===== config.mk =====
export PLATFORM = sky130hd
export DESIGN_NAME = cpc_image_loader
export DESIGN_NICKNAME = d
export VERILOG_FILES = /design/src/logic/cpc_loader_pkg.sv /design/src/logic/ext_page_decoder.sv /design/src/logic/boot_addr_mapper.sv /design/src/logic/boot_write_queue.sv /design/src/logic/cpc_image_loader.sv
export SDC_FILE = /design/constraint.sdc
export NUM_CORES = 1
export LEC_CHECK = 0
export BUFFER_PORTS_ARGS = -buffer_cell sky130_fd_sc_hd__buf_2
export CAP_MARGIN = 20
export CORE_MARGIN = 2
export CORE_UTILIZATION = 43
export CTS_CLUSTER_DIAMETER = 40
export DETAILED_ROUTE_END_ITERATION = 16
export PLACE_DENSITY_LB_ADDON = 0.08
export RECOVER_POWER = 100
export SETUP_SLACK_MARGIN = 0.2
export SLEW_MARGIN = 30
export SYNTH_ARGS = -nofsm -noshare
export SYNTH_HDL_FRONTEND = slang
export SYNTH_SLANG_ARGS = --single-unit

===== constraint.sdc =====
create_clock -name clk_sys -period 5.7 [get_ports clk_sys]
set_clock_uncertainty 0.05 [all_clocks]
set_input_delay 0.57 -clock clk_sys [delete_from_list [all_inputs] [get_ports clk_sys]]
set_output_delay 0.57 -clock clk_sys [all_outputs]
set_load 0.05 [all_outputs]

===== src/logic/cpc_loader_pkg.sv =====
`default_nettype none

package cpc_loader_pkg;

    //////////////////////////////
    // Widths
    //////////////////////////////

    typedef logic [24:0] ioctl_addr_t;   // Host download byte address
    typedef logic [7:0]  byte_t;
    typedef logic [15:0] ext_t;          // Two ASCII chars of extension
    typedef logic [7:0]  ioctl_index_t;
    typedef logic [8:0]  page_t;         // Expansion ROM page
    typedef logic [22:0] boot_addr_t;    // Address inside one bank
    typedef logic [1:0]  bank_t;
    typedef logic [63:0] rom_map_t;      // Upper ROM presence
    typedef logic [31:0] axi_addr_t;
    typedef logic [31:0] axi_data_t;

    //////////////////////////////
    // Constants
    //////////////////////////////

    // Download slots from the host menu
    localparam ioctl_index_t idx_rom = 8'd0;
    localparam ioctl_index_t idx_ext = 8'd3;
    localparam ioctl_index_t idx_dan = 8'd5;

    // ROM set layout, one 16 KB segment per slot
    localparam page_t slot_os     = 9'h000;
    localparam page_t slot_basic  = 9'h040;
    localparam page_t slot_amsdos = 9'h047;
    localparam page_t slot_mf2    = 9'h03F;

    localparam page_t page_malformed = 9'h1EE;   // Unused page, bad extension
    localparam page_t page_combo_end = 9'h1FF;   // Second block of a combo file

    localparam bank_t bank_dan = 2'd3;           // Cartridge bank

    localparam int queue_depth = 4;

    //////////////////////////////
    // Types
    //////////////////////////////

    typedef enum logic [1:0] {
        load_none,
        load_rom,
        load_ext,
        load_dan
    } load_kind_e;

    // Accepted download byte after the decoder
    typedef struct packed {
        load_kind_e  kind;
        ioctl_addr_t addr;
        byte_t       data;
        page_t       page;
        logic        combo;
    } dl_beat_s;

    // Mapped memory write
    typedef struct packed {
        bank_t      bank;
        boot_addr_t addr;
        byte_t      data;
    } mem_wr_s;

endpackage

`default_nettype wire


===== src/logic/ext_page_decoder.sv =====
`default_nettype none

module ext_page_decoder (
    input  logic                         clk_sys,
    input  logic                         reset,
    input  logic                         model,
    input  logic                         ioctl_download,
    input  cpc_loader_pkg::ioctl_index_t ioctl_index,
    input  cpc_loader_pkg::ext_t         ioctl_file_ext,
    input  logic                         ioctl_wr,
    input  cpc_loader_pkg::ioctl_addr_t  ioctl_addr,
    input  cpc_loader_pkg::byte_t        ioctl_dout,
    input  logic                         ioctl_ready,
    input  logic                         combo_done,
    output cpc_loader_pkg::dl_beat_s     beat,
    output logic                         beat_valid,
    input  logic                         dan_unload,
    output logic                         dan_loaded
);
    import cpc_loader_pkg::*;

    load_kind_e kind;
    logic       download_q;
    logic       dan_q;
    logic       start;
    logic       accept;
    logic       model_q;     // Model when the file started
    logic       model_ok;
    logic [4:0] hi;          // {valid, nibble}
    logic [4:0] lo;
    page_t      ext_page;
    logic       ext_combo;
    page_t      page;
    page_t      page_next;
    logic       combo;
    logic       combo_next;

    function automatic logic [4:0] hex_nibble(input byte_t c);
        logic [4:0] r;
        r = 5'b0_0000;
        if (c >= "0" && c <= "9") begin
            r = {1'b1, c[3:0]};
        end else if (c >= "A" && c <= "F") begin
            r = {1'b1, c[3:0] + 4'd9};
        end
        return r;
    endfunction

    always_comb begin
        kind = load_none;
        if (ioctl_download) begin
            case (ioctl_index)
                idx_rom: kind = load_rom;
                idx_ext: kind = load_ext;
                idx_dan: kind = load_dan;
                default: kind = load_none;   // Other images ignored
            endcase
        end
    end

    assign start = ioctl_download & ~download_q;

    // An expansion file must land in one bank
    assign model_ok = (kind != load_ext) | start | (model == model_q);
    assign accept   = ioctl_wr & ioctl_ready & (kind != load_none) & model_ok;

    //////////////////////////////
    // Page from file extension
    //////////////////////////////

    always_comb begin
        hi = hex_nibble(ioctl_file_ext[15:8]);
        lo = hex_nibble(ioctl_file_ext[7:0]);
        ext_combo = 1'b0;
        if (ioctl_file_ext == "ZZ") begin
            ext_page = '0;
        end else if (ioctl_file_ext == "Z0") begin
            ext_page  = '0;
            ext_combo = 1'b1;   // Two blocks, second goes to the end page
        end else if (hi[4] && lo[4]) begin
            ext_page = {1'b0, hi[3:0], lo[3:0]};
        end else begin
            ext_page = page_malformed;
        end
    end

    // Next page is also used for the byte taken this cycle
    always_comb begin
        page_next  = page;
        combo_next = combo;
        if (start && kind == load_ext) begin
            page_next  = ext_page;
            combo_next = ext_combo;
        end else if (combo_done) begin
            page_next  = page_combo_end;
            combo_next = 1'b0;
        end
    end

    always_ff @(posedge clk_sys) begin
        if (reset) begin
            download_q <= 1'b0;
            dan_q      <= 1'b0;
            model_q    <= 1'b0;
            page       <= '0;
            combo      <= 1'b0;
            beat_valid <= 1'b0;
            dan_loaded <= 1'b0;
        end else begin
            download_q <= ioctl_download;
            dan_q      <= (kind == load_dan);
            page       <= page_next;
            combo      <= combo_next;
            beat_valid <= accept;
            if (start) model_q <= model;
            if (dan_q && kind != load_dan) begin
                dan_loaded <= 1'b1;          // Cartridge download finished
            end else if (dan_unload) begin
                dan_loaded <= 1'b0;
            end
        end
    end

    always_ff @(posedge clk_sys) begin
        if (accept) begin
            beat.kind  <= kind;
            beat.addr  <= ioctl_addr;
            beat.data  <= ioctl_dout;
            beat.page  <= page_next;
            beat.combo <= combo_next;
        end
    end

endmodule

`default_nettype wire


===== src/logic/boot_addr_mapper.sv =====
`default_nettype none

module boot_addr_mapper (
    input  logic                     clk_sys,
    input  logic                     reset,
    input  logic                     model,
    input  cpc_loader_pkg::dl_beat_s beat,
    input  logic                     beat_valid,
    output cpc_loader_pkg::mem_wr_s  wr,
    output logic                     wr_valid,
    output logic                     combo_done,
    output cpc_loader_pkg::rom_map_t rom_map
);
    import cpc_loader_pkg::*;

    mem_wr_s     map;
    logic        map_ok;
    logic [10:0] segment;    // 16 KB segment of the download

    assign segment = beat.addr[24:14];

    //////////////////////////////
    // Address mapping
    //////////////////////////////

    always_comb begin
        map.data        = beat.data;
        map.addr[13:0]  = beat.addr[13:0];   // Offset inside the 16 KB block
        map.addr[22:14] = '1;
        map.bank        = '0;
        map_ok          = beat_valid;

        case (beat.kind)
            load_rom: begin
                // 6128 set in bank 0, 664 set in bank 1
                map.bank = {1'b0, segment[2]};
                case (segment[1:0])
                    2'd0: map.addr[22:14] = slot_os;
                    2'd1: map.addr[22:14] = slot_basic;
                    2'd2: map.addr[22:14] = slot_amsdos;
                    default: map.addr[22:14] = slot_mf2;
                endcase
                if (segment[10:3] != '0) begin
                    map_ok = 1'b0;                  // Past the last slot
                end
            end
            load_ext: begin
                map.addr[22]    = beat.page[8];
                map.addr[21:14] = beat.page[7:0] + beat.addr[21:14];
                map.bank        = {1'b0, model};
            end
            load_dan: begin
                map.bank        = bank_dan;
                map.addr[22:14] = beat.addr[22:14];
            end
            default: begin
                map_ok = 1'b0;
            end
        endcase
    end

    // Last byte of a combo block moves the decoder to the end page
    assign combo_done = beat_valid & (beat.kind == load_ext) & beat.combo &
                        (&beat.addr[13:0]);

    //////////////////////////////
    // Output register
    //////////////////////////////

    always_ff @(posedge clk_sys) begin
        if (reset) begin
            wr_valid <= 1'b0;
        end else begin
            wr_valid <= map_ok;
        end
    end

    always_ff @(posedge clk_sys) begin
        if (map_ok) begin
            wr <= map;
        end
    end

    // Upper ROM slots filled by expansion files
    always_ff @(posedge clk_sys) begin
        if (reset) begin
            rom_map <= '0;
        end else if (beat_valid && beat.kind == load_ext && map.addr[20]) begin
            rom_map[map.addr[19:14]] <= 1'b1;
        end
    end

endmodule

`default_nettype wire


===== src/logic/boot_write_queue.sv =====
`default_nettype none

module boot_write_queue (
    input  logic                      clk_sys,
    input  logic                      reset,
    input  cpc_loader_pkg::mem_wr_s   wr,
    input  logic                      wr_valid,
    output logic                      ioctl_ready,
    output logic                      idle,
    output logic                      awvalid,
    input  logic                      awready,
    output cpc_loader_pkg::axi_addr_t awaddr,
    output logic                      wvalid,
    input  logic                      wready,
    output cpc_loader_pkg::axi_data_t wdata,
    output logic [3:0]                wstrb,
    input  logic                      bvalid,
    output logic                      bready,
    input  logic [1:0]                bresp,
    output logic                      write_error
);
    import cpc_loader_pkg::*;

    typedef enum logic [1:0] {
        wq_idle,
        wq_send,     // Address and data channels open
        wq_resp      // Waiting for bresp
    } wq_state_e;

    wq_state_e                        state;
    mem_wr_s                          fifo_mem [queue_depth];
    mem_wr_s                          head;
    logic [$clog2(queue_depth)-1:0]   wr_ptr;
    logic [$clog2(queue_depth)-1:0]   rd_ptr;
    logic [$clog2(queue_depth):0]     count;
    logic                             pop;

    assign head = fifo_mem[rd_ptr];
    assign pop  = (state == wq_idle) && (count != '0);

    // Room for this byte plus two still in the pipeline
    assign ioctl_ready = (count <= queue_depth - 3);
    assign idle        = (count == '0) && (state == wq_idle) && !wr_valid;
    assign bready      = 1'b1;

    //////////////////////////////
    // FIFO
    //////////////////////////////

    always_ff @(posedge clk_sys) begin
        if (wr_valid) begin
            fifo_mem[wr_ptr] <= wr;
        end
    end

    always_ff @(posedge clk_sys) begin
        if (reset) begin
            wr_ptr <= '0;
            rd_ptr <= '0;
            count  <= '0;
        end else begin
            if (wr_valid) wr_ptr <= wr_ptr + 1'b1;
            if (pop) rd_ptr <= rd_ptr + 1'b1;
            count <= count + wr_valid - pop;
        end
    end

    //////////////////////////////
    // AXI4-Lite write master
    //////////////////////////////

    always_ff @(posedge clk_sys) begin
        if (reset) begin
            state       <= wq_idle;
            awvalid     <= 1'b0;
            wvalid      <= 1'b0;
            write_error <= 1'b0;
        end else begin
            case (state)
                wq_idle: begin
                    if (pop) begin
                        awvalid <= 1'b1;
                        wvalid  <= 1'b1;
                        state   <= wq_send;
                    end
                end
                wq_send: begin
                    if (awready) awvalid <= 1'b0;
                    if (wready) wvalid <= 1'b0;
                    if ((awready || !awvalid) && (wready || !wvalid)) begin
                        state <= wq_resp;
                    end
                end
                default: begin
                    if (bvalid) begin
                        state <= wq_idle;
                        if (bresp != 2'b00) write_error <= 1'b1;   // Sticky
                    end
                end
            endcase
        end
    end

    always_ff @(posedge clk_sys) begin
        if (pop) begin
            awaddr <= {7'd0, head.bank, head.addr};
            wdata  <= {4{head.data}};                // Byte on every lane
            wstrb  <= 4'b0001 << head.addr[1:0];
        end
    end

endmodule

`default_nettype wire


===== src/logic/cpc_image_loader.sv =====
`default_nettype none

module cpc_image_loader (
    input  logic                         clk_sys,
    input  logic                         reset,
    input  logic                         model,
    input  logic                         ioctl_download,
    input  cpc_loader_pkg::ioctl_index_t ioctl_index,
    input  cpc_loader_pkg::ext_t         ioctl_file_ext,
    input  logic                         ioctl_wr,
    input  cpc_loader_pkg::ioctl_addr_t  ioctl_addr,
    input  cpc_loader_pkg::byte_t        ioctl_dout,
    output logic                         ioctl_ready,
    input  logic                         dan_unload,
    output logic                         dan_loaded,
    output cpc_loader_pkg::rom_map_t     rom_map,
    output logic                         idle,
    output logic                         write_error,
    output logic                         awvalid,
    input  logic                         awready,
    output cpc_loader_pkg::axi_addr_t    awaddr,
    output logic                         wvalid,
    input  logic                         wready,
    output cpc_loader_pkg::axi_data_t    wdata,
    output logic [3:0]                   wstrb,
    input  logic                         bvalid,
    output logic                         bready,
    input  logic [1:0]                   bresp
);
    import cpc_loader_pkg::*;

    dl_beat_s beat;
    logic     beat_valid;
    mem_wr_s  wr;
    logic     wr_valid;
    logic     combo_done;

    // Stage 1, page and kind
    ext_page_decoder u_decoder (
        .clk_sys        (clk_sys),
        .reset          (reset),
        .model          (model),
        .ioctl_download (ioctl_download),
        .ioctl_index    (ioctl_index),
        .ioctl_file_ext (ioctl_file_ext),
        .ioctl_wr       (ioctl_wr),
        .ioctl_addr     (ioctl_addr),
        .ioctl_dout     (ioctl_dout),
        .ioctl_ready    (ioctl_ready),
        .combo_done     (combo_done),
        .beat           (beat),
        .beat_valid     (beat_valid),
        .dan_unload     (dan_unload),
        .dan_loaded     (dan_loaded)
    );

    // Stage 2, bank and address
    boot_addr_mapper u_mapper (
        .clk_sys    (clk_sys),
        .reset      (reset),
        .model      (model),
        .beat       (beat),
        .beat_valid (beat_valid),
        .wr         (wr),
        .wr_valid   (wr_valid),
        .combo_done (combo_done),
        .rom_map    (rom_map)
    );

    boot_write_queue u_queue (
        .clk_sys     (clk_sys),
        .reset       (reset),
        .wr          (wr),
        .wr_valid    (wr_valid),
        .ioctl_ready (ioctl_ready),
        .idle        (idle),
        .awvalid     (awvalid),
        .awready     (awready),
        .awaddr      (awaddr),
        .wvalid      (wvalid),
        .wready      (wready),
        .wdata       (wdata),
        .wstrb       (wstrb),
        .bvalid      (bvalid),
        .bready      (bready),
        .bresp       (bresp),
        .write_error (write_error)
    );

endmodule

`default_nettype wire


After elaboration in Yosys (flattened, before gate mapping)
Memory sizes are Yosys's and may differ from the RTL's. A register that Yosys moved wholly into a read port is not among the register bits.
Index checks and enable logic that the tools add are counted.
{"block": "op_classes", "addsub": 7, "magnitude_cmp": 11, "eq_ne": 19, "n_shift": 1, "n_mux": 36, "bitwise_logic": 12, "n_reduce_logical": 37}
{"op": "64-bit bitwise OR", "n": 1}
{"op": "9-bit 2-to-1 mux", "n": 5}
{"op": "11-bit case mux with 3 select lines", "n": 1}
{"op": "16-bit by 15-bit == test with 1-bit output (second input constant)", "n": 2}
{"op": "7-bit case mux with 3 select lines", "n": 1}
{"op": "5-bit 2-to-1 mux", "n": 4}
{"op": "8-bit by 6-bit greater-or-equal comparator with 1-bit output (second input constant)", "n": 2}
{"op": "8-bit by 7-bit greater-or-equal comparator with 1-bit output (second input constant)", "n": 2}
{"op": "8-bit by 6-bit <= comparator with 1-bit output (second input constant)", "n": 2}
{"op": "8-bit by 7-bit <= comparator with 1-bit output (second input constant)", "n": 2}
{"op": "1-bit logical AND", "n": 14}
{"op": "14-bit AND reduction", "n": 1}
{"op": "1-bit 2-to-1 mux", "n": 13}
{"op": "2-bit 2-to-1 mux", "n": 6}
{"op": "3-bit AND reduction", "n": 4}
{"op": "2-bit == test (second input constant)", "n": 5}
{"op": "4-bit adder (second input constant)", "n": 2}
{"op": "8-bit adder", "n": 1}
{"op": "8-bit by 2-bit == test with 1-bit output (second input constant)", "n": 1}
{"op": "8-bit by 3-bit == test with 1-bit output (second input constant)", "n": 1}
{"op": "8-bit logical NOT", "n": 1}
{"op": "2-bit != test (second input constant)", "n": 4}
{"op": "2-bit nonzero test", "n": 4}
{"op": "8-bit nonzero test", "n": 1}
{"op": "23 further kinds", "n": 43}
{"block": "word_totals", "reg_bits": 231, "mem_bits_rw": 132, "output_inout_bits": 139, "elab_cells": 151, "memories": 1}
{"name": "u_queue.fifo_mem", "depth": 4, "width": 33, "rd": 1, "rd_clocked_by_memory_dff": 1, "wr": 1, "line_no": "boot_write_queue.sv:31", "rtl": "mem_wr_s fifo_mem [queue_depth];"}

Logic depth before layout (Yosys ltp)
Gate-level depths: netlist of the first run.
{"block": "logic_depth", "word_depth": 9, "ltp_mapped": 9}

Cells and area by module
From an unflattened synthesis of the first run, not the netlist that was laid out.
{"block": "unflattened", "cells_unflattened": 880, "area_unflattened_um2": 13391.6}
{"module": "boot_write_queue", "n_inst": 1, "cells_per_inst": 328, "area_per_inst_um2": 6875.3, "seq_area_each_um2": 5355.1}
{"module": "boot_addr_mapper", "n_inst": 1, "cells_per_inst": 361, "area_per_inst_um2": 3858.7, "seq_area_each_um2": 2292.2}
{"module": "ext_page_decoder", "n_inst": 1, "cells_per_inst": 191, "area_per_inst_um2": 2657.5, "seq_area_each_um2": 1651.6}

Worst setup path after synthesis of the first run
OpenSTA, ideal clock, no wires.
{"block": "synth_path", "path_kind": "register -> register", "from": "register u_queue.count[1]", "to": "register u_decoder.beat[0] (netlist name)", "t_arrival_ns": 5.565, "slack_ns": -0.478, "stages_incl_launch_ff": 6, "path_buffers": 0, "synth_period_minus_slack_ns": 6.178, "cell_sequence": "dfxtp_1 -> inv_1 -> ha_1 -> nand2_1 -> a32o_1 -> nor4bb_1"}
{"block": "synth_via", "elab_chain_cells": 4}
{"item": "from (decl)", "line_no": "boot_write_queue.sv:35", "rtl": "logic [$clog2(queue_depth):0] count;"}
{"item": "from (signal assigned)", "line_no": "boot_write_queue.sv:64", "rtl": "count <= count + wr_valid - pop;"}
{"item": "3-bit by 1-bit <= comparator with 1-bit output", "line_no": "boot_write_queue.sv:42", "rtl": "assign ioctl_ready = (count <= queue_depth - 3);"}
{"item": "via ioctl_ready", "line_no": "cpc_image_loader.sv:13", "rtl": "output logic ioctl_ready,"}
{"item": "1-bit AND (3 in a row)", "line_no": "ext_page_decoder.sv:65", "rtl": "assign accept = ioctl_wr & ioctl_ready & (kind != load_none) & model_ok;"}
{"item": "via u_decoder.accept", "line_no": "ext_page_decoder.sv:26", "rtl": "logic accept;"}
The timed path passes the listed nets, and every way through them passes these cells.
A chain may end at the register's enable or synchronous reset.

Final worst setup path of the first run
{"block": "layout_path", "from": "register u_queue.count[1]", "to": "register u_decoder.beat[21] (netlist name)"}
{"block": "layout_via", "elab_chain_cells": 4}
{"item": "3-bit by 1-bit <= comparator with 1-bit output", "line_no": "boot_write_queue.sv:42"}
{"item": "1-bit AND (3 in a row)", "line_no": "ext_page_decoder.sv:65"}
{"item": "via u_decoder.accept", "line_no": "ext_page_decoder.sv:26"}
The timed path passes the listed nets, and every way through them passes these cells.

==> results of run 1 <==
[synthesized netlist by cell type (all sizes together), types with 11 or more instances]
cell type / number / share of area
and2: 11 / 0.0053
ha: 25 / 0.024
nor2b: 13 / 0.0063
nor2: 37 / 0.011
a21oi: 25 / 0.0097
mux4: 33 / 0.057
o2bb2ai: 65 / 0.044
inv: 23 / 0.0067
dfxtp: 94 / 0.15
o21ai: 18 / 0.0070
edfxtp: 247 / 0.57
clkbuf: 18 / 0.0052
nand2: 25 / 0.0072
buf: 39 / 0.022
[state kept, by name (all words and copies together) (netlist names), named ones only]
signal / count
u_queue.rd_ptr: 2
u_decoder.download_q: 1
u_decoder.model_q: 1
u_queue.state: 2
u_decoder.page: 9
u_decoder.beat: 45
u_queue.wvalid: 1
u_decoder.dan_q: 1
u_queue.write_error: 1
u_queue.wstrb: 4
u_decoder.combo: 1
u_queue.awvalid: 1
u_queue.wdata: 8
u_mapper.wr: 33
u_queue.awaddr: 25
u_decoder.dan_loaded: 1
u_queue.fifo_mem: 132
u_mapper.rom_map: 64
u_mapper.wr_valid: 1
u_decoder.beat_valid: 1
u_queue.count: 3
u_queue.wr_ptr: 2
[power by group through the flow]
stage | Combinational (W) | Clock [W] | Sequential [W]
floorplan | 0.000916 | 0 | 0.00355
global placement | 0.00166 | 0 | 0.00306
detailed placement | 0.00166 | 0 | 0.00307
CTS | 0.00166 | 0.00296 | 0.00301
global route | 0.00166 | 0.00306 | 0.00305
finish | 0.00156 | 0.00290 | 0.00303
[layer usage]
metal  vias to the layer above  global-route usage
met2                       205              0.2724
li1                       3464                   -
met1                      3561              0.2252
met3                        42             0.02935
met5                         -                   0
met4                         0             0.05020
[layout by cell type (no fill, tap or decap), drive strengths merged, types with 33 or more instances in the layout]
cell type / count
clkbuf: 193
inv: 39
buf: 66
mux4: 33
edfxtp: 247
nor2: 37
dfxtp: 94
o2bb2ai: 65
[cells by family (layout without fill, tap and decap cells)]
family,after synthesis,after routing
buffers and inverters,81,314
xor gates and xnor gates,12,12
muxes,41,41
other,2,8
adders and majority gates,27,27
and+or+nand+nor,148,148
DFF,341,341
AOI/OAI and AO/OA,144,144
[final cells by class]
cell class                      count  area share
Clock buffer                       55     0.08178
Clock inverter                     31     0.02111
Inverter                           24    0.005801
Multi-Input combinational cell    380      0.2062
Sequential cell                   341      0.5989
Tap cell                          390     0.03142
Timing Repair Buffer              204     0.05479
[critical path, stage by stage, from the launching register on]
cell,delay (ns)
dfxtp_1,0.38
inv_1,0.10
ha_1,0.20
nand2_1,0.06
a32o_1,0.15
nor4bb_1,0.22
clkbuf_1,2.15
[worst paths after layout]
| path | end | depth (start not counted) | from | slack, ns |
|---|---|---|---|---|
| worst max-delay path | u_decoder.beat[21] | 6 | u_queue.count[1] | 1.91 |
| worst max register to register | u_decoder.beat[21] | 6 | u_queue.count[1] | 1.91 |
| worst min-delay path | u_decoder.beat[38] | 1 | ioctl_addr[20] | 0.15 |
| worst min register to register | u_mapper.wr[1] | 0 | u_decoder.beat[11] | 0.37 |
[metrics by stage]
stage	area (sq um)	setup slack [ns]	hold WS (ns)
after floorplan	12980	0.8681	0.3503
after global placement	14180	2.916	0.3549
after detailed placement	14180	2.889	0.3583
after CTS	15780	2.843	0.1297
after global routing	15530	1.609	0.1325
final	15530	1.908	0.1476
==> metrics.csv, run 1 <==
stage;metric;value;unit
cts;cts.sinks;341;
cts;cts-resized-gates;0;
detailed_routing;wl_met3;1325;microns
finish;final_cells;1425;
power;p_per_area;482.2;nW/um^2
global_route;grt_usage;0.1656;
power;seqPwrFrac;0.404;
synth;synthAdderAreaFrac;0.02724;
detailed_routing;vias;7272;
cts;tritoncts;yes;
synth;synth_area;12950;sq um
synth;synth-simple-area-share;0.06386;
synth;async_reset_ff_frac;0;
floorplanning;core-area;29640;sq um
global_route;grt_pass1_vias;7242;
run_status;status;finished, violations left;
detailed_routing;firstDrtPassIters;4;
sta;hold_viol;0;
synth;syn_avg_cell_area;16.27;sq um
worst_setup_path;critPathLaunchType;flop;
floorplanning;io_pins;207;
worst_setup_path;critPathKind;reg -> reg;
synth;postSynthCellCount;796;
cts;clockRootBuffer;clkbuf_16;
cts;cts_setup_buffers;0;
floorplanning;dieArea;31520;sq um
floorplanning;fp-row-count;63;
placement;placed_cells;1339;
power;internal_power;0.005003;W
power;finalPower;0.007488;W
power;comb_power_share;0.209;
placement;place_congestion;0.8127;
floorplanning;die_h;177.6;microns
global_route;antenna_found_initial;0;
synth;synthMuxAreaShare;0.06386;
sta;relSlewSlack;-1.009;
power;p_sw;0.002485;W
cts;clkLatencyLatePin;0.54;ns
finish;syn_to_final_growth;19.91;%
finish;antenna_cells;0;
global_route;grt-ovfl-total;0;
synth;yosys.cell_types.count;65;
worst_setup_path;crit_arrival;3.83;ns
finish;finalNetCount;1092;
global_route;grt_pass1_wl;39970;microns
floorplanning;start_util;0.4370;
global_route;grt_max_degree;70;
power;switching_share;0.3319;
min_path;hold_class;in -> reg;
synth;yosys.area_share.xor_xnor;0.008115;
finish;fin_util;0.5240;
power;peakVddDrop;0.0002328;V
sta;worst_pin_slew;3.013;ns
detailed_routing;drc;0;
finish;multi_input_area;3202;sq um
synth;ys_ff_latch;341;
finish;layout-drive-gt1-share;0.1865;
finish;fillers;2572;
placement;numPortBuffers;198;
synth;synth_flop_cell;edfxtp_1;
cts;clockBufferDepth;3;
sta;rsz0062_at_grt;false;
cts;cts_hold_buf;0;
detailed_routing;drt_iter0_drc;520;
sta;slew_violations;293;
power;p_leak;5.277;nW
synth;synth_edf_count;247;
sta;max_freq;263.7;MHz
finish;seqCellArea;9301;sq um
placement;dpl.hpwl;16040;microns
synth;ys_warn_count;0;
detailed_routing;viasPerCell;5.103;
detailed_routing;routedWlPerCell;18.30;microns
worst_setup_path;required;5.73;ns
worst_setup_path;critPathMaxFanout;46;
cts;htreeDepth;2;
cts;cts.clk_slew.worst_paths;0.06;ns
synth;seq_area_frac_synth;0.7180;
sta;fin_setup_tns;0;ns
detailed_routing;wl;26070;microns
sta;period_share;0.6653;
detailed_routing;top_signal_layer_used;met4;
detailed_routing;ant_nets;0;
synth;synth_top_family_by_area;compound AO/OA/AOI/OAI gates;
detailed_routing;met2_length;12410;microns
flow_run;maxCapViolCount;8;
sta;period_minus_slack;3.792;ns
cts;cts_buffers;46;
synth;synth_compound_gate_area_share;0.08424;
floorplanning;die_w;177.6;microns
power;clockPowerShare;0.387;
run_status;failed_checks;max-capacitance violations, max-slew violations;
worst_setup_path;cp-end-kind;flop;
detailed_routing;met1_length;11850;microns
sta;finalSetupViolations;0;
Power figures use the tool's default switching activity.
==> inputs of run 2 (changes only) <==
==> constraint.sdc (replaced) <==
create_clock -name clk_sys -period 3 [get_ports clk_sys]
set_clock_uncertainty 0.05 [all_clocks]
set_input_delay 0.3 -clock clk_sys [delete_from_list [all_inputs] [get_ports clk_sys]]
set_output_delay 0.3 -clock clk_sys [all_outputs]
set_load 0.05 [all_outputs]
==> metrics.csv, run 2 (synthesis results as in run 1) <==
stage;metric;value;unit;change
cts;cts.clk_slew.worst_paths;0.06;ns;about the same
power;p_per_area;871.1;nW/um^2;+81%
global_route;grt_pass1_vias;7624;;+5.3%
worst_setup_path;reg2reg_from;u_decoder.beat[32];;
worst_setup_path;required;3.36;ns;-2.37 ns
run_status;failed_checks;max-capacitance violations, max-slew violations;;
cts;cts.sinks;341;;unchanged
finish;final_common_cell;edfxtp_1;;
floorplanning;io_pins;207;;unchanged
cts;htreeDepth;2;;unchanged
min_path;holdPathStages;3;;+2
finish;final_cells;1479;;+3.8%
sta;rsz0062_at_grt;true;;
min_path;min_to;u_queue.write_error;;
sta;finalSetupViolations;0;;unchanged
finish;layout_common_cells;edfxtp_1 (247), clkbuf_1 (150), dfxtp_1 (92);;
global_route;antenna_found_initial;0;;unchanged
finish;antenna_cells;0;;unchanged
power;p_leak;5.460;nW;+3.5%
worst_setup_path;cp_slowest_stage_delay;0.42;ns;-1.73 ns
power;finalPower;0.01394;W;+86%
floorplanning;die_w;177.6;microns;unchanged
floorplanning;dieArea;31520;sq um;unchanged
min_path;hold_class;in -> reg;;
worst_setup_path;r2r-end;u_mapper.rom_map[26];;
finish;largest_reg_flops;132;;unchanged
worst_setup_path;critPathKind;reg -> reg;;
sta;max_freq;371.9;MHz;+41%
worst_setup_path;worst-path-buf-inv;1;;-1
finish;layout-drive-gt1-share;0.1983;;+0.01187
global_route;grt_max_degree;70;;unchanged
finish;fin_util;0.5398;;+0.01579
global_route;grt_pass1_wl;41320;microns;+3.4%
detailed_routing;drt_iter0_drc;425;;-18%
cts;clockBufferDepth;3;;unchanged
floorplanning;fp-row-count;63;;unchanged
sta;worst_pin_slew;1.557;ns;-1.456 ns
placement;numPortBuffers;198;;unchanged
detailed_routing;viasPerCell;5.083;;-0.39%
run_status;status;finished, violations left;;
global_route;grt_usage;0.1701;;+0.004473
finish;regMostFlops;u_queue.fifo_mem;;
flow_run;maxCapViolCount;1;;-7
min_path;hold_start;bvalid;;
finish;fillers;2537;;-1.4%
sta;period_share;0.8963;;+0.2310
sta;period_minus_slack;2.689;ns;-1.103 ns
detailed_routing;ant_nets;0;;unchanged
detailed_routing;vias;7518;;+3.4%
floorplanning;die_h;177.6;microns;unchanged
detailed_routing;drc;0;;unchanged
cts;clockRootBuffer;clkbuf_16;;
sta;hold_viol;0;;unchanged
detailed_routing;routedWlPerCell;18.19;microns;-0.59%
placement;placed_cells;1357;;+1.3%
finish;top_regs;u_queue.fifo_mem: 132 flops, u_mapper.rom_map: 64 flops, u_decoder.beat: 45 flops;;
worst_setup_path;critPathMaxFanout;8;;-83%
sta;fin_setup_tns;0;ns;unchanged
worst_setup_path;r2r_cells;9;;+3
finish;syn_to_final_growth;23.52;%;
detailed_routing;wl;26900;microns;+3.2%
cts;clkLatencyLatePin;0.53;ns;about the same
worst_setup_path;cp_cell_sequence;ha_1 -> fa_1 -> a211o_1 -> a31oi_2 -> mux2i_1 -> nand3_1 -> nand4_1 -> buf_4 -> o2bb2ai_1;;
placement;place_congestion;0.8159;;+0.39%
worst_setup_path;critPathLaunchType;flop;;
worst_setup_path;cp-end-kind;flop;;
global_route;grt-ovfl-total;0;;unchanged
power;peakVddDrop;0.0003458;V;+49%
floorplanning;core-area;29640;sq um;unchanged
finish;finalNetCount;1150;;+5.3%
sta;relSlewSlack;-0.03830;;+0.9703
cts;tritoncts;yes;;
worst_setup_path;r2r_slack;0.31;ns;-1.60 ns
worst_setup_path;crit_arrival;3.05;ns;-0.78 ns
detailed_routing;firstDrtPassIters;5;;+1
worst_setup_path;cp_top_family;adder cells;;
floorplanning;start_util;0.4370;;unchanged
worst_setup_path;worst_path_max_delay_cell;edfxtp_1;;
cts;cts_buffers;44;;-4.3%
sta;slew_violations;21;;-93%
placement;dpl.hpwl;16980;microns;+5.9%
run 2: changes by cell type in the layout (fill, tap and decap cells not counted), moves of 4 or more:
| cell | before | now |
|---|---|---|
| dlygate4sd3_1 | 0 | 35 |
| buf_4 | 1 | 15 |
| clkbuf_1 | 141 | 150 |
| inv_6 | 11 | 2 |
| clkbuf_2 | 1 | 6 |
| clkinv_4 | 5 | 0 |
| clkinvlp_4 | 2 | 7 |
| clkbuf_16 | 49 | 45 |
run 2: layer usage:
metal,part of all wire,routed length (microns),GRT usage,vias to the layer above
met5,0,0,0,-
met2,0.48,13030,0.2825,207
met1,0.45,11980,0.2270,3689
met3,0.047,1264,0.02999,52
li1,-,-,-,3570
met4,0.024,634,0.05669,0
run 2: through the flow:
stage	hold WS, ns	area [sq um]	setup WS (ns)
final	0.03433	16000	0.3111
after global routing	0.04939	16000	0.1083
after CTS	0.02060	16160	0.2268
after detailed placement	0.3545	14360	0.2630
after global placement	0.3535	14350	0.3038
after floorplan	0.3489	13030	-0.04911
run 2: repair_timing:
item                       in CTS  in global routing
setup endpoints to repair       0                 64
gates resized for setup         0                 11
setup buffers                   0                  6
hold buffers                   35                  0
hold endpoints to repair       35                  0
run 2: worst max-delay path by stage:
stage / start / end / cells after the start
detailed placement: u_decoder.beat[32] / u_mapper.rom_map[15] / 8
global route: u_decoder.beat[32] / u_mapper.rom_map[26] / 9
finish: u_decoder.beat[32] / u_mapper.rom_map[26] / 9
floorplan: u_queue.count[1] / u_decoder.beat[0] / 5
CTS: u_decoder.beat[32] / u_mapper.rom_map[15] / 8
global placement: u_decoder.beat[32] / u_mapper.rom_map[27] / 8
run 2: cell type report:
type | count | area [sq um] | share of cell area
Clock inverter | 26 | 275.3 | 0.01721
Tap cell | 390 | 488.0 | 0.03050
Multi-Input combinational cell | 381 | 3319 | 0.2075
Inverter | 24 | 90.09 | 0.005631
Timing Repair Buffer | 263 | 1354 | 0.08462
Sequential cell | 341 | 9301 | 0.5814
Clock buffer | 54 | 1170 | 0.07313
run 2: worst min-delay path, stage by stage:
cell	delay [ns]
buf_2	0.11
o211ai_1	0.07
a21oi_1	0.07
run 2: report_power, final:
group | internal [W] | switching (W)
sequential | 0.00550 | 0.000240
clock | 0.00315 | 0.00198
combinational | 0.000672 | 0.00239
==> inputs of run 3 (changes only) <==
==> constraint.sdc (replaced) <==
create_clock -name clk_sys -period 2.35 [get_ports clk_sys]
set_clock_uncertainty 0.05 [all_clocks]
set_input_delay 0.235 -clock clk_sys [delete_from_list [all_inputs] [get_ports clk_sys]]
set_output_delay 0.235 -clock clk_sys [all_outputs]
set_load 0.05 [all_outputs]
==> metrics.csv, run 3 (synthesis results as in run 1) <==
stage;metric;value;unit;change
detailed_routing;drc;0;;unchanged
worst_setup_path;critPathKind;reg -> reg;;
finish;regMostFlops;u_queue.fifo_mem;;
worst_setup_path;critPathLaunchType;flop;;
finish;largest_reg_flops;132;;unchanged
finish;layout_common_cells;edfxtp_1 (247), clkbuf_1 (140), dfxtp_1 (92);;
global_route;grt_usage;0.1728;;+0.002673
detailed_routing;viasPerCell;4.997;;-1.7%
placement;dpl-instance-area;14800;sq um;+3.1%
finish;layout-drive-gt1-share;0.2846;;+0.08623
worst_setup_path;required;2.71;ns;-0.65 ns
finish;final_common_cell;edfxtp_1;;
power;p_leak;5.910;nW;+8.2%
worst_setup_path;critPathMaxFanout;8;;unchanged
sta;hold_ws;0.01600;ns;-0.01833 ns
cts;cts_buffers;46;;+4.5%
global_route;grt_pass1_vias;7722;;+1.3%
cts;tritoncts;yes;;
detailed_routing;ant_nets;0;;unchanged
sta;rsz0062_at_grt;true;;
detailed_routing;wl;26950;microns;+0.17%
sta;fin_ws;-0.1051;ns;-0.4162 ns
sta;period_minus_slack;2.455;ns;-0.2338 ns
run_status;failed_checks;negative setup slack;;
placement;place_congestion;0.7752;;-5.0%
floorplanning;core-area;29640;sq um;unchanged
power;p_per_area;1090;nW/um^2;+25%
cts;cts.sinks;341;;unchanged
detailed_routing;drt_iter0_drc;451;;+6.1%
detailed_routing;firstDrtPassIters;4;;-1
floorplanning;start_util;0.4370;;unchanged
global_route;grt_pass1_wl;41970;microns;+1.6%
sta;slew_violations;0;;-100%
worst_setup_path;crit_arrival;2.81;ns;-0.24 ns
placement;dpl.hpwl;17100;microns;+0.71%
global_route;grt-ovfl-total;0;;unchanged
floorplanning;fp-row-count;63;;unchanged
cts;htreeDepth;2;;unchanged
finish;top_regs;u_queue.fifo_mem: 132 flops, u_mapper.rom_map: 64 flops, u_decoder.beat: 45 flops;;
finish;antenna_cells;0;;unchanged
cts;clockBufferDepth;3;;unchanged
cts;clkLatencyLatePin;0.52;ns;about the same
cts;cts.clk_slew.worst_paths;0.06;ns;about the same
worst_setup_path;cp-end-kind;flop;;
sta;hold_viol;0;;unchanged
finish;finalNetCount;1186;;+3.1%
sta;finalSetupViolations;65;;+65
detailed_routing;routedWlPerCell;17.75;microns;-2.4%
finish;design_area;16920;sq um;+5.7%
global_route;grt_max_degree;70;;unchanged
global_route;antenna_found_initial;0;;unchanged
run_status;status;finished, violations left;;
sta;relSlewSlack;0.2906;;+0.3289
floorplanning;io_pins;207;;unchanged
placement;numPortBuffers;198;;unchanged
cts;clockRootBuffer;clkbuf_16;;
power;finalPower;0.01845;W;+32%
sta;worst_pin_slew;1.064;ns;-0.4925 ns
sta;period_share;1.045;;+0.1484
floorplanning;die_h;177.6;microns;unchanged
min_path;hold_class;in -> reg;;
floorplanning;die_w;177.6;microns;unchanged
finish;syn_to_final_growth;30.63;%;
sta;fin_setup_tns;-5.339;ns;-5.339 ns
flow_run;maxCapViolCount;0;;-1
power;peakVddDrop;0.0004957;V;+43%
detailed_routing;vias;7585;;+0.89%
floorplanning;dieArea;31520;sq um;unchanged
sta;max_freq;407.3;MHz;+9.5%
[run 3: metal layers]
layer / wire, microns / global-route usage / vias up
li1: - / - / 3650
met1: 12190 / 0.2337 / 3689
met2: 13050 / 0.2875 / 207
met3: 1261 / 0.03106 / 39
met4: 455 / 0.04781 / 0
met5: 0 / 0 / -
[run 3: critical path, cell delays in order, from the launching register on]
cell       delay, ns
edfxtp_1        0.39
ha_2            0.21
fa_2            0.34
a211o_1         0.30
a31oi_2         0.21
mux2i_1         0.25
nand3_2         0.17
nand4_1         0.19
buf_12          0.17
o2bb2ai_2       0.06
[run 3: area by class of cell]
class | count | area (sq um)
fill | 2440 | 12720
sequential | 341 | 9301
multi-input combinational | 380 | 3686
timing repair buffer | 298 | 1728
clock buffer | 49 | 1184
tap | 390 | 488.0
clock inverter | 36 | 437.9
inverter | 24 | 92.59
[run 3: what timing repair did]
action,4_1_cts,5_1_grt
endpoints found under the setup margin,75,77
setup buffers,2,2
pin swaps,7,9
endpoints found under the hold margin,39,0
resized for setup,43,13
hold buffers,41,0
[run 3: final timing paths]
check | startpoint | endpoint | slack [ns] | cells past startpoint
max | u_decoder.beat[32] | u_mapper.rom_map[12] | -0.11 | 9
max reg2reg | u_decoder.beat[32] | u_mapper.rom_map[12] | -0.11 | 9
min reg2reg | u_decoder.beat[15] | u_mapper.wr[5] | 0.37 | 0
min | wready | u_queue.wvalid | 0.02 | 4
[run 3: stage by stage]
stage,utilization,std cells,setup slack [ns]
3_3_place_gp,0.4995,1388,-0.05890
5_1_grt,0.5708,1518,-0.2434
2_1_floorplan,-,802,-0.6898
4_1_cts,0.5773,1516,-0.1010
3_5_place_dp,0.4995,1388,-0.07307
6_report,0.5708,1518,-0.1051
[run 3: where the power goes]
| group | internal (W) | leakage [nW] | switching (W) |
|---|---|---|---|
| Sequential | 0.00701 | 3.02 | 0.000310 |
| Combinational | 0.000897 | 2.11 | 0.00306 |
| Clock | 0.00452 | 0.784 | 0.00266 |
| Total | 0.0124 | 5.91 | 0.00603 |
